`src/common/mem_consts.svh`:
```
`ifndef MEM_CONSTS_SVH
`define MEM_CONSTS_SVH

// byte address into the shared RAM
`define MEM_ADDR_W 12
`define MEM_DEPTH 4096

// length codes carry the byte count directly
`define LEN_W 3
`define LEN_BYTE 3'd1
`define LEN_HALF 3'd2
`define LEN_WORD 3'd4

// a fetch always reads one full word
`define FETCH_BYTES 3'd4

`endif
```
`src/common/memPkg.sv`:
```
`default_nettype none

package memPkg;

    `include "mem_consts.svh"

    typedef enum logic [1:0] {
        opFetch,
        opLoad,
        opStore
    } opKindT;

    // data port request, little-endian write data
    typedef struct packed {
        logic [`MEM_ADDR_W-1:0] addr;
        logic                   store;
        logic [`LEN_W-1:0]      len;
        logic [31:0]            wrData;
    } dataReqT;

    typedef struct packed {
        logic [`MEM_ADDR_W-1:0] addr;
    } fetchReqT;

    // operation held by decode while the sequencer runs it
    typedef struct packed {
        opKindT                 kind;
        logic [`MEM_ADDR_W-1:0] addr;
        logic [`LEN_W-1:0]      len;
        logic [31:0]            wrData;
    } memOpT;

    typedef struct packed {
        logic [31:0] rdData;
        logic        storeAck;
    } dataRespT;

    typedef logic [31:0] instT;

endpackage

`default_nettype wire

```
`src/memctrl/memByteSequencer.sv`:
```
`timescale 1ns/1ps
`default_nettype none

`include "mem_consts.svh"

module memByteSequencer (
    input  logic                   clk,
    input  logic                   rst,
    input  logic                   i_hold,
    input  logic                   i_opStart,
    input  memPkg::memOpT          i_op,
    input  logic [7:0]             i_ramRdByte,
    output logic                   o_opBusy,
    output logic [`MEM_ADDR_W-1:0] o_ramAddr,
    output logic                   o_ramWe,
    output logic [7:0]             o_ramWrByte,
    output logic                   o_opDone,
    output logic [31:0]            o_word,
    output memPkg::memOpT          o_doneOp
);
    import memPkg::*;

    logic              active;
    logic              running;
    logic              step;
    logic              isStore;
    logic [`LEN_W-1:0] beat;
    logic [`LEN_W-1:0] cap;
    logic [`LEN_W-1:0] addrIdx;
    logic              capture;
    logic              lastWrite;
    logic              lastCap;
    logic              finish;
    logic [31:0]       asmWord;

    assign running = i_opStart || active;
    assign step    = running && !i_hold;
    assign isStore = (i_op.kind == opStore);

    // stays busy through opDone so a result never lands on a slot decode saw as free
    assign o_opBusy = running || o_opDone;

    // while held, keep reading the byte still owed to the capture side
    assign addrIdx     = i_hold ? cap : beat;
    assign o_ramAddr   = i_op.addr + {{(`MEM_ADDR_W - `LEN_W){1'b0}}, addrIdx};
    assign o_ramWrByte = i_op.wrData[{beat[1:0], 3'b000} +: 8];
    assign o_ramWe     = step && isStore && (beat < i_op.len);

    // read data trails its address by one cycle
    assign capture   = !isStore && (cap < beat);
    assign lastWrite = isStore && (beat == i_op.len - 1'b1);
    assign lastCap   = capture && (cap + 1'b1 == i_op.len);
    assign finish    = lastWrite || lastCap;

    always_ff @(posedge clk) begin
        if (rst) begin
            active   <= 1'b0;
            beat     <= '0;
            cap      <= '0;
            o_opDone <= 1'b0;
        end else begin
            // single-cycle pulse, even under hold
            o_opDone <= 1'b0;
            if (step) begin
                if (finish) begin
                    active   <= 1'b0;
                    beat     <= '0;
                    cap      <= '0;
                    o_opDone <= 1'b1;
                end else begin
                    active <= 1'b1;
                    if (beat < i_op.len) begin
                        beat <= beat + 1'b1;
                    end
                    if (capture) begin
                        cap <= cap + 1'b1;
                    end
                end
            end
        end
    end

    // little-endian lane fill
    always_ff @(posedge clk) begin
        if (step && capture) begin
            asmWord[{cap[1:0], 3'b000} +: 8] <= i_ramRdByte;
        end
        if (step && finish) begin
            o_doneOp <= i_op;
        end
    end

    assign o_word = asmWord;

endmodule

`default_nettype wire

```
`config.mk`:
```
export PLATFORM = sky130hd
export DESIGN_NAME = memByteSequencer
export DESIGN_NICKNAME = d
export VERILOG_FILES = /design/src/common/memPkg.sv /design/src/memctrl/memByteSequencer.sv
export VERILOG_INCLUDE_DIRS = /design/src /design/src/common
export SDC_FILE = /design/constraint.sdc
export NUM_CORES = 1
export LEC_CHECK = 0
export BUFFER_PORTS_ARGS = -buffer_cell sky130_fd_sc_hd__buf_4
export CORE_MARGIN = 2
export CORE_UTILIZATION = 53
export CTS_BUF_LIST = sky130_fd_sc_hd__clkbuf_8
export CTS_CLUSTER_SIZE = 16
export DETAILED_ROUTE_END_ITERATION = 10
export GPL_TIMING_DRIVEN = 0
export PLACE_DENSITY_LB_ADDON = 0.08
export SKIP_LAST_GASP = 1
export SLEW_MARGIN = 25
export SYNTH_ARGS = -nofsm -noshare
export SYNTH_HDL_FRONTEND = slang
export SYNTH_SLANG_ARGS = --single-unit
export TNS_END_PERCENT = 30
```
`constraint.sdc`:
```
create_clock -name clk -period 8.1 [get_ports clk]
set_clock_uncertainty 0.1 [all_clocks]
set_input_delay 0 -clock clk [delete_from_list [all_inputs] [get_ports clk]]
set_output_delay 0 -clock clk [all_outputs]
set_load 0.005 [all_outputs]
```
=== After elaboration in Yosys (flattened, before gate mapping) ===
Cells that the tools add are included.

* Reductions and logical operators: 18
* $add $sub $neg: 5
* $lt $le $gt $ge: 2
* Divide/modulo/power cells: 0
* Shift-type cells: 3
* Multiplexer cells: 8
* Bitwise operators: 1
* Equal/unequal tests: 3
* Multiply operators: 0

{| class="wikitable"
|+ Operator list
! operator !! number
|-
| 32-bit bitwise mux || 1
|-
| 8-bit by 7-bit variable shift with 32-bit output, first input constant || 1
|-
| 32-bit by 6-bit indexed part select with 8-bit output || 1
|-
| 8-bit by 7-bit indexed part select with 32-bit output || 1
|-
| 3-bit two-way mux || 5
|-
| 12-bit by 3-bit adder with 12-bit output || 1
|-
| 1-bit logical AND || 8
|-
| 5-bit negation with 7-bit output || 1
|-
| 3-bit by 1-bit adder with 3-bit output, second input constant || 2
|-
| 3-bit == test || 2
|-
| 3-bit less-than comparator || 2
|-
| 2-bit AND reduction || 2
|-
| 2-bit nonzero test || 2
|-
| 1-bit logical OR || 3
|-
| 3-bit by 1-bit subtractor with 3-bit output, second input constant || 1
|-
| 2-bit == test, second input constant || 1
|-
| 1-bit logical NOT || 2
|-
| 1-bit two-way mux || 2
|-
| 2-bit OR reduction || 1
|-
| 1-bit inverter || 1
|}

* Output and inout bits: 104
* Bits in read-only memories: 0
* Bits in writable memories: 0
* Bits of input ports: 61
* Logic and storage cells: 49
* Flip-flop bits (word level): 89
* Memories kept: 0
* Bits in latches: 0

=== Logic depth before layout (Yosys ltp) ===
Gate-level depths: netlist of the first run.

* Depth in word-level cells: 7
* Depth in mapped cells: 11
* Gate-level depth less buffers: 10

=== Worst setup path before layout of the first run ===
No wires, ideal clock.

* Path kind: reg-to-reg
* From: register beat[0]
* To: register o_doneOp[0] in the netlist's numbering, enable pin
* Data arrival time: 3.006 ns
* Period minus slack after synthesis: 3.532 ns
* Setup slack: 4.568 ns
* Buffers on the path: 1
* Stages on the path, launching flop included: 6
* Cell sequence: dfxtp_1 > buf_2 > inv_1 > ha_1 > or4_4 > a21oi_2

* Longest elaborated chain between the ends: 5
* Elaborated cells between the ends (all ways): 7
* Those cells by class: order compare: 1; eq/ne: 1; reduce/logical: 5

{| class="wikitable"
|+ RTL lines
! element !! RTL line !! text
|-
| start: declaration || memByteSequencer.sv:27 || <nowiki>logic [`LEN_W-1:0] beat;</nowiki>
|-
| start signal: assignment || memByteSequencer.sv:73 || <nowiki>beat <= beat + 1'b1;</nowiki>
|-
| 3-bit less-than comparator || memByteSequencer.sv:50 || <nowiki>assign capture = !isStore && (cap < beat);</nowiki>
|-
| 1-bit logical AND || memByteSequencer.sv:50 ||
|-
| 1-bit logical AND || memByteSequencer.sv:52 || <nowiki>assign lastCap = capture && (cap + 1'b1 == i_op.len);</nowiki>
|-
| 1-bit logical OR (*) || memByteSequencer.sv:53 || <nowiki>assign finish = lastWrite || lastCap;</nowiki>
|-
| 1-bit logical AND (*) || memByteSequencer.sv:88 || <nowiki>if (step && finish) begin</nowiki>
|-
| end signal: assignment || memByteSequencer.sv:89 || <nowiki>o_doneOp <= i_op;</nowiki>
|-
| end: declaration || memByteSequencer.sv:19 || <nowiki>output memPkg::memOpT o_doneOp</nowiki>
|}

Every way passes the cells marked *; elsewhere a longest branch is shown, timed or not.
A chain may end at the register's enable or synchronous reset.

=== Worst setup path after layout of the first run ===
* From: register beat[0]
* To: register o_doneOp[21] in the netlist's numbering, enable pin

Same word-level chain as after synthesis.

==> impl_metrics.py, run 1 <==
metrics = {
    "timing": {
        "finalSetupTns_ns": 0,
        "relSlewSlack": 0.459,
        "post-route-period-util": 0.400,
        "report.final.setup_viol": 0,
        "worst_pin_slew_ns": 0.810,
        "slew_violations": 0,
        "rsz0062_at_grt": "false",
        "clock.fmax_mhz": 309,
        "fin_ws_ns": 4.86,
        "min_period_ns": 3.24,
        "hold_viol": 0,
    },
    "setup_path": {
        "critical_path.max_stage_delay_ns": 0.61,
        "critPathKind": "flop to flop",
        "r2r_cells": 7,
        "slowest_stage": "a21oi_4",
        "crit_path_cell_trace": "buf_2 > inv_1 > ha_1 > or4_4 > a21oi_4 > buf_16 > buf_8",
        "cp_data_required_time_ns": 8.06,
        "crit_fanout": 19,
        "worstPathArrival_ns": 3.21,
        "start_kind": "flop",
        "crit_path_end_kind": "flop",
    },
    "clocking": {
        "holdBufCountCts": 59,
        "clock_latency_ns": 0.36,
        "cts.sinks": 89,
        "post_cts_buffers": 0,
        "cts_buffers": 9,
        "ctsResizeCount": 0,
        "tritoncts": "done",
        "h-tree-depth": 3,
        "root_buffer": "clkbuf_8",
        "clockBufferDepth": 2,
        "clk_pin_slew_ns": 0.09,
    },
    "run_status": {
        "outcome": "completed",
    },
    "pwr": {
        "p_per_area_mw_per_mm2": 168,
        "seqPwrFrac": 0.492,
        "p_leak_uw": 0.00261,
        "swShare": 0.228,
        "p_int_uw": 800,
        "peakVddDrop_mv": 0.139,
        "clockPowerShare": 0.357,
        "pwr-share-comb": 0.151,
        "power.net_switching_uw": 236,
    },
    "layout": {
        "drive_gt1_frac": 0.408,
        "instances_no_fill": 597,
        "fill_cells": 381,
        "final_core_util": 0.852,
        "design_area_sq_mm": 0.00615,
        "nNetsFinal": 570,
        "syn_to_final_growth_pct": 57.3,
        "antennaDiodeCount": 0,
    },
    "global_route": {
        "antenna_found_initial": 0,
        "grt_max_degree": 20,
        "grt_pass1_vias": 3226,
        "grt_overflow_total": 0,
        "grt_pass1_wl_mm": 17.4,
        "grtUsageTotal": 0.286,
    },
    "synth": {
        "synthTopCellsByCount": "81 x edfxtp_1, 32 x and2_1, 15 x ha_1, 15 x nor2_1, 11 x inv_1",
        "seq_area_frac_synth": 0.663,
        "synth.cell_area_sq_mm": 0.00391,
        "avgSynthCellArea_sq_um": 15.2,
        "synthCells": 257,
        "syn-num-nets": 334,
        "synth-main-ff-cell": "edfxtp_1",
        "synth_top_area_share": 0.622,
        "synth.most_common_cell": "edfxtp_1",
        "synthArstFlopShare": 0,
        "synth.ff_latch_count": 89,
        "yosys_warnings": 0,
        "yosysTopAreaCell": "edfxtp_1",
        "synth.distinct_cells": 49,
        "synth_edf_count": 81,
        "yosys-top-cells-area": "edfxtp_1 62%, and2_1 5.1%, ha_1 4.8%",
    },
    "placed_design": {
        "dp.cells": 522,
        "dp_slack_ns": 4.88,
        "post_dp_cell_area_sq_mm": 0.00531,
        "portBuffers": 164,
        "gp_congestion": 0.827,
        "dp_hpwl_mm": 7.10,
    },
    "floorplan": {
        "fp.coreArea_sq_mm": 0.00721,
        "initial_core_util": 0.542,
        "io_pins": 165,
        "die_w_microns": 89.9,
        "die_area_sq_mm": 0.00808,
        "die_h_microns": 89.9,
        "num_rows": 31,
    },
    "routing": {
        "dr.pass1.iters": 4,
        "first_iter_violations": 135,
        "ant_nets": 0,
        "vias": 3105,
        "via_per_inst": 5.20,
        "wl_per_cell_microns": 19.2,
        "wirelength_mm": 11.5,
        "route.detailed.drc": 0,
    },
    "hold_path": {
        "hold_depth": 5,
        "holdCritPathClass": "input port to flop",
    },
    "run": {
        "maxCapViolCount": 0,
    },
}
## state kept, by name, summed over array words and instances, names as in the netlist
| signal | flops |
|---|---|
| o_doneOp | 49 |
| beat | 3 |
| active | 1 |
| o_word | 32 |
| o_opDone | 1 |
| cap | 3 |
## layout make-up
cell class                 instances  area (sq um)  area share
inverter                          14          52.6     0.00855
timing repair buffer             225          1860       0.303
multi-input combinational        150          1250       0.203
buffer                             4          21.3     0.00346
tap                               99           124      0.0202
sequential                        89          2590       0.422
clock inverter                     7           119      0.0193
clock buffer                       9           124      0.0202
## cell usage in the layout (no fill, tap or decap), types with 2 or more instances in the layout
cell type,count
a21o_1,2
o21ai_1,5
nor2b_1,3
edfxtp_1,81
inv_2,2
nor2_1,15
buf_2,2
xnor2_1,9
and2_1,32
ha_1,15
nand2b_1,5
a21oi_1,3
nand3_1,6
xor2_1,3
dfxtp_1,8
nand2_1,9
dlygate4sd3_1,59
a21oi_4,2
nor3b_1,3
mux4_2,8
buf_4,165
and3_1,4
clkbuf_8,9
inv_1,12
nor3_1,3
bufinv_16,3
## cells by family (layout without fill, tap and decap cells)
group | count (synthesis) | after routing | share of synthesized area
multiplexers | 10 | 10 | 0.0515
flip-flops | 89 | 89 | 0.663
XOR/XNOR | 15 | 15 | 0.0432
AO/OA/AOI/OAI | 20 | 20 | 0.0384
AND/OR/NAND/NOR | 89 | 89 | 0.132
buffers and inverters | 18 | 259 | 0.0189
adder cells (fa/ha/maj) | 16 | 16 | 0.0531
## worst max-delay path, delay by kind of cell (launching register included)
family | cells | cell delay, ns
compound gates | 1 | 0.61
fa+ha+maj | 1 | 0.35
flops | 1 | 0.36
simple gates | 1 | 0.59
buf+inv | 4 | 0.91
## power by group through the flow
stage	logic [uW]	clock network, uW	registers [uW]
after global placement	122	0	520
after global routing	167	388	510
final	156	370	509
after detailed placement	127	0	520
after CTS	151	368	509
after floorplan	60.4	0	520
## through the flow
step                      hold slack, ns  total power [uW]
after detailed placement          0.0868               647
after global routing               0.196              1070
after global placement            0.0844               642
after floorplan                  -0.0446               580
after CTS                          0.114              1030
final                              0.139              1040
## final timing paths
kind         slack (ns)      endpoint      start
max reg2reg        4.86  o_doneOp[21]    beat[0]
min reg2reg        0.42        active     active
min                0.14        active  i_opStart
max                4.86  o_doneOp[21]    beat[0]
## routing by layer
layer	up-vias	GRT usage	share of wire
met5	-	0	0
met4	0	0.129	0.033
met3	29	0.0721	0.068
met2	152	0.543	0.56
met1	1513	0.296	0.34
li1	1411	-	-
(Power assumes the default switching activity.)
==> run 2, diff against run 1 <==
Settings changed: ABC_AREA set to 1, CORE_UTILIZATION 53 to 50.
Clock period 8.1 ns to 3.3 ns, I/O delays scaled along.
==> impl_metrics.py, run 2 <==
metrics = {
    "run_status": {
        "outcome": "completed",
    },
    "global_route": {
        "grt-busiest-layer": "met2",
        "grt_use_met1": 0.283,
        "antenna_found_initial": 0,
        "grt_max_degree": 33,
        "grt_pass1_wl_mm": 17.5,
        "use_met3": 0.0675,
        "grt_overflow_total": 0,
        "grt_pass1_vias": 3690,
        "use_met2": 0.501,
        "grtUsageTotal": 0.270,
    },
    "setup_path": {
        "critPathKind": "flop to output port",
        "start_kind": "flop",
        "path_buf_inv": 5,
        "worstPathArrival_ns": 2.98,
        "timing.critical_path.from": "beat[0]",
        "slowest_stage": "fa_1",
        "rrSetupSlack_ns": 0.45,
        "cp.depth": 12,
        "critical_path.max_stage_delay_ns": 0.41,
        "cp_data_required_time_ns": 3.20,
        "crit_path_end_kind": "output port",
        "r2r_start": "beat[0]",
        "timing.rr.end": "o_doneOp[37]",
        "critical_path.top_delay_family": "buffers and inverters",
        "crit_path_cell_trace": "buf_2 > inv_4 > buf_2 > o21ai_0 > ha_1 > inv_1 > fa_1 > o21ai_2 > nand4_1 > nor2_1 > xor2_1 > buf_4",
        "crit_fanout": 10,
        "cp-endpoint": "o_ramAddr[10]",
        "path_common_cell": "buf_2",
        "r2r_cells": 12,
    },
    "pwr": {
        "power.net_switching_uw": 829,
        "pwr-share-comb": 0.249,
        "clockPowerShare": 0.280,
        "p_int_uw": 1950,
        "power_uw": 2780,
        "swShare": 0.298,
        "p_leak_uw": 0.00269,
        "seqPwrFrac": 0.471,
        "p_per_area_mw_per_mm2": 453,
        "peakVddDrop_mv": 0.406,
    },
    "clocking": {
        "clock_latency_ns": 0.37,
        "cts.sinks": 89,
        "h-tree-depth": 3,
        "tritoncts": "done",
        "post_cts_buffers": 0,
        "clk_pin_slew_ns": 0.09,
        "cts_buffers": 9,
        "clockBufferDepth": 2,
        "root_buffer": "clkbuf_8",
    },
    "synth": {
        "synth-main-ff-cell": "edfxtp_1",
        "synth.ff_latch_count": 89,
        "synth.most_common_cell": "edfxtp_1",
        "synthArstFlopShare": 0,
        "synth.distinct_cells": 29,
        "synth.cell_area_sq_mm": 0.00394,
        "syn-num-nets": 423,
        "synth_edf_count": 81,
        "avgSynthCellArea_sq_um": 11.4,
        "yosys-top-cells-area": "edfxtp_1 62%, nor2_1 5.8%, ha_1 4.8%",
        "synth_top_area_share": 0.617,
        "synthCells": 346,
        "synthTopCellsByCount": "81 x edfxtp_1, 61 x nor2_1, 38 x inv_1, 37 x nand2_1, 23 x nand3_1",
        "yosys_warnings": 0,
        "yosysTopAreaCell": "edfxtp_1",
        "seq_area_frac_synth": 0.658,
    },
    "timing": {
        "post-route-period-util": 0.934,
        "slew_violations": 0,
        "hold_viol": 0,
        "clock.fmax_mhz": 325,
        "report.final.setup_viol": 0,
        "timing.hold.ws_ns": 0.0175,
        "relSlewSlack": 0.535,
        "min_period_ns": 3.08,
        "rsz0062_at_grt": "false",
        "finalSetupTns_ns": 0,
        "worst_pin_slew_ns": 0.695,
    },
    "floorplan": {
        "die_h_microns": 92.8,
        "num_rows": 32,
        "io_pins": 165,
        "die_area_sq_mm": 0.00861,
        "initial_core_util": 0.513,
        "fp.coreArea_sq_mm": 0.00769,
        "die_w_microns": 92.8,
    },
    "layout": {
        "design_area_sq_mm": 0.00612,
        "antennaDiodeCount": 0,
        "most-common-layout-cells": "164 x buf_4, 81 x edfxtp_1, 61 x nor2_1",
        "nNetsFinal": 659,
        "largest_reg_flops": 49,
        "instances_no_fill": 689,
        "largest-register": "o_doneOp",
        "syn_to_final_growth_pct": 55.4,
        "drive_gt1_frac": 0.336,
        "layout_commonest_cell": "buf_4",
    },
    "routing": {
        "wl_per_cell_microns": 16.3,
        "vias": 3448,
        "ant_nets": 0,
        "via_per_inst": 5.00,
        "first_iter_violations": 148,
        "dr.pass1.iters": 5,
        "wirelength_mm": 11.2,
        "route.detailed.drc": 0,
    },
    "hold_path": {
        "holdCritPathClass": "input port to flop",
    },
    "placed_design": {
        "dp.cells": 613,
        "portBuffers": 164,
        "dp_hpwl_mm": 7.34,
        "post_dp_cell_area_sq_mm": 0.00532,
        "gp_congestion": 0.859,
    },
    "run": {
        "maxCapViolCount": 0,
    },
}
-- run 2: worst min path at each step --
| stage | startpoint | end | cells after the start |
|---|---|---|---|
| after floorplan | i_op[45] | o_ramAddr[10] | 1 |
| after global placement | rst | o_opDone | 2 |
| after detailed placement | rst | o_opDone | 2 |
| after CTS | i_opStart | active | 5 |
| after global routing | i_opStart | cap[0] | 5 |
| final | i_opStart | active | 5 |
-- run 2: what timing repair did --
action / in CTS / in global routing
resized for setup: 1 / 1
hold endpoints to repair: 89 / 0
hold buffers: 60 / 0
cloned: 0 / 0
pin swaps: 0 / 0
setup endpoints to repair: 1 / 1
-- run 2: layout make-up --
class                   count  area (sq um)
clock inverters             7          76.3
well taps                 102           128
multi-input cells         208          1150
flip-flops and latches     89          2590
inverters                  41           156
repair buffers            225          1850
plain buffers               8          41.3
fillers                   487          1560
clock buffers               9           124
-- run 2: power by group through the flow --
stage	registers, uW	clock network (uW)	logic [uW]
finish	1310	778	690
global route	1310	816	769
CTS	1310	769	680
detailed placement	1330	0	617
global placement	1330	0	596
floorplan	1330	0	331
-- run 2: worst min-delay path, stage by stage --
cell     delay (ns)
buf_4          0.11
inv_1          0.10
a21oi_4        0.10
inv_1          0.07
a21oi_1        0.07
-- run 2: cells by family (layout without fill, tap and decap cells) --
kind of cell,after synthesis,after routing,share of synthesized area
AND/OR/NAND/NOR,140,140,0.155
flip-flops,89,89,0.658
buffers and inverters,49,290,0.0495
AO/OA/AOI/OAI,39,39,0.0559
adder cells (fa/ha/maj),16,16,0.0527
XOR/XNOR,13,13,0.0289
-- run 2: layer usage --
metal / up-vias / wire length, microns
met2: 145 / 6030
li1: 1657 / -
met4: 0 / 297
met3: 28 / 828
met5: - / 0
met1: 1618 / 4060
-- run 2: stage by stage --
stage               utilization  worst slack, ns
global placement          0.689           -0.614
CTS                       0.796           0.0883
floorplan                     -            0.199
detailed placement        0.692            0.215
global route              0.797          0.00521
finish                    0.797            0.219
==> run 3, diff against run 2 <==
Clock period 3.3 ns to 3 ns, I/O delays scaled along.
==> impl_metrics.py, run 3 (synthesis results as in run 2) <==
metrics = {
    "placed_design": {
        "dp.cells": 612,
        "portBuffers": 164,
        "dp_hpwl_mm": 7.13,
        "gp_congestion": 0.853,
        "post_dp_cell_area_sq_mm": 0.00530,
    },
    "timing": {
        "relSlewSlack": 0.523,
        "clock.fmax_mhz": 362,
        "timing.hold.ws_ns": 0.0238,
        "rsz0062_at_grt": "false",
        "finalSetupTns_ns": 0,
        "post-route-period-util": 0.921,
        "report.final.setup_viol": 0,
        "min_period_ns": 2.76,
        "slew_violations": 0,
        "hold_viol": 0,
        "worst_pin_slew_ns": 0.714,
    },
    "pwr": {
        "p_per_area_mw_per_mm2": 510,
        "peakVddDrop_mv": 0.362,
        "p_leak_uw": 0.00270,
    },
    "routing": {
        "dr.pass1.iters": 4,
        "ant_nets": 0,
        "route.detailed.drc": 0,
        "vias": 3518,
        "first_iter_violations": 172,
        "wirelength_mm": 11.1,
        "wl_per_cell_microns": 16.1,
        "via_per_inst": 5.11,
    },
    "clocking": {
        "root_buffer": "clkbuf_8",
        "clk_pin_slew_ns": 0.09,
        "h-tree-depth": 3,
        "cts_buffers": 9,
        "clock_latency_ns": 0.36,
        "clockBufferDepth": 2,
        "tritoncts": "done",
        "cts.sinks": 89,
    },
    "hold_path": {
        "hold_depth": 5,
        "holdCritPathClass": "input port to flop",
        "hold_start": "i_opStart",
        "hold_end": "cap[0]",
    },
    "layout": {
        "largest_reg_flops": 49,
        "drive_gt1_frac": 0.337,
        "design_area_sq_mm": 0.00615,
        "nNetsFinal": 659,
        "largest-register": "o_doneOp",
        "instances_no_fill": 689,
        "most-common-layout-cells": "166 x buf_4, 81 x edfxtp_1, 61 x nor2_1",
        "syn_to_final_growth_pct": 56.0,
        "layout_commonest_cell": "buf_4",
        "antennaDiodeCount": 0,
        "final_core_util": 0.800,
    },
    "global_route": {
        "grtUsageTotal": 0.266,
        "grt_max_degree": 26,
        "grt_overflow_total": 0,
        "grt_pass1_vias": 3609,
        "grt_pass1_wl_mm": 17.4,
        "antenna_found_initial": 0,
    },
    "setup_path": {
        "start_kind": "flop",
        "critPathKind": "flop to output port",
        "rrSetupSlack_ns": 0.39,
        "cp_data_required_time_ns": 2.90,
        "r2r_cells": 10,
        "crit_path_end_kind": "output port",
        "worstPathArrival_ns": 2.66,
        "crit_fanout": 10,
        "r2r_start": "beat[0]",
        "timing.rr.end": "o_doneOp[39]",
    },
    "run": {
        "maxCapViolCount": 0,
    },
    "floorplan": {
        "num_rows": 32,
        "initial_core_util": 0.513,
        "fp.coreArea_sq_mm": 0.00769,
        "die_area_sq_mm": 0.00861,
        "io_pins": 165,
        "die_h_microns": 92.8,
        "die_w_microns": 92.8,
    },
    "run_status": {
        "outcome": "completed",
    },
}
[run 3: changes by cell type in the layout (fill, tap and decap cells not counted), sizes merged]
| cell | change |
|---|---|
| buf | -2 |
| clkinvlp | +2 |
| inv | -2 |
| bufinv | +1 |
| clkbuf | +1 |
[run 3: stage by stage]
step	setup slack, ns	total power [uW]
final	0.237	3140
after global routing	0.0124	3270
after CTS	0.0220	3120
after detailed placement	-0.454	2140
after global placement	-0.421	2120
after floorplan	0.308	1830
[run 3: layer usage]
metal / vias to the layer above / global-route usage / wire (microns)
li1: 1650 / - / -
met1: 1658 / 0.296 / 4120
met2: 176 / 0.478 / 5770
met3: 34 / 0.0618 / 819
met4: 0 / 0.130 / 408
met5: - / 0 / 0
[run 3: worst max-delay path, cell delays in order, from the launching register on]
cell	delay, ns
dfxtp_1	0.45
clkbuf_2	0.27
nand2_1	0.07
o21ai_1	0.08
ha_1	0.20
inv_1	0.06
fa_1	0.42
o21ai_2	0.19
nand4_1	0.14
nor2_1	0.15
xor2_1	0.16
buf_4	0.13
[run 3: worst max path at each step]
stage                        from       endpoint  slack, ns  cells past startpoint
after global routing       cap[0]  o_ramAddr[10]       0.01                     11
after CTS                 beat[0]  o_ramAddr[10]       0.02                     12
after global placement    beat[0]   o_doneOp[45]      -0.42                     11
after detailed placement  beat[0]   o_doneOp[45]      -0.45                     11
final                      cap[0]  o_ramAddr[10]       0.24                     11
after floorplan           beat[0]    o_doneOp[0]       0.31                     11
[run 3: what timing repair did]
| item | in CTS | in global routing |
|---|---|---|
| hold endpoints to repair | 89 | 0 |
| pin swaps | 1 | 1 |
| hold buffers | 60 | 0 |
| gates resized for setup | 5 | 1 |
| cloned | 1 | 0 |
| setup buffers | 0 | 1 |
| setup endpoints to repair | 54 | 2 |
[run 3: final cells by class]
cell class,instances,area (sq um)
fill,486,1540
buffer,7,40.0
timing repair buffer,225,1840
clock inverter,7,101
clock buffer,9,124
timing repair inverter,1,7.51
sequential,89,2590
tap,102,128
multi-input combinational,208,1150
inverter,41,163
[run 3: where the power goes]
group,internal (uW),switching [uW]
combinational,337,423
clock,478,458
sequential,1420,27.0
total,2230,908
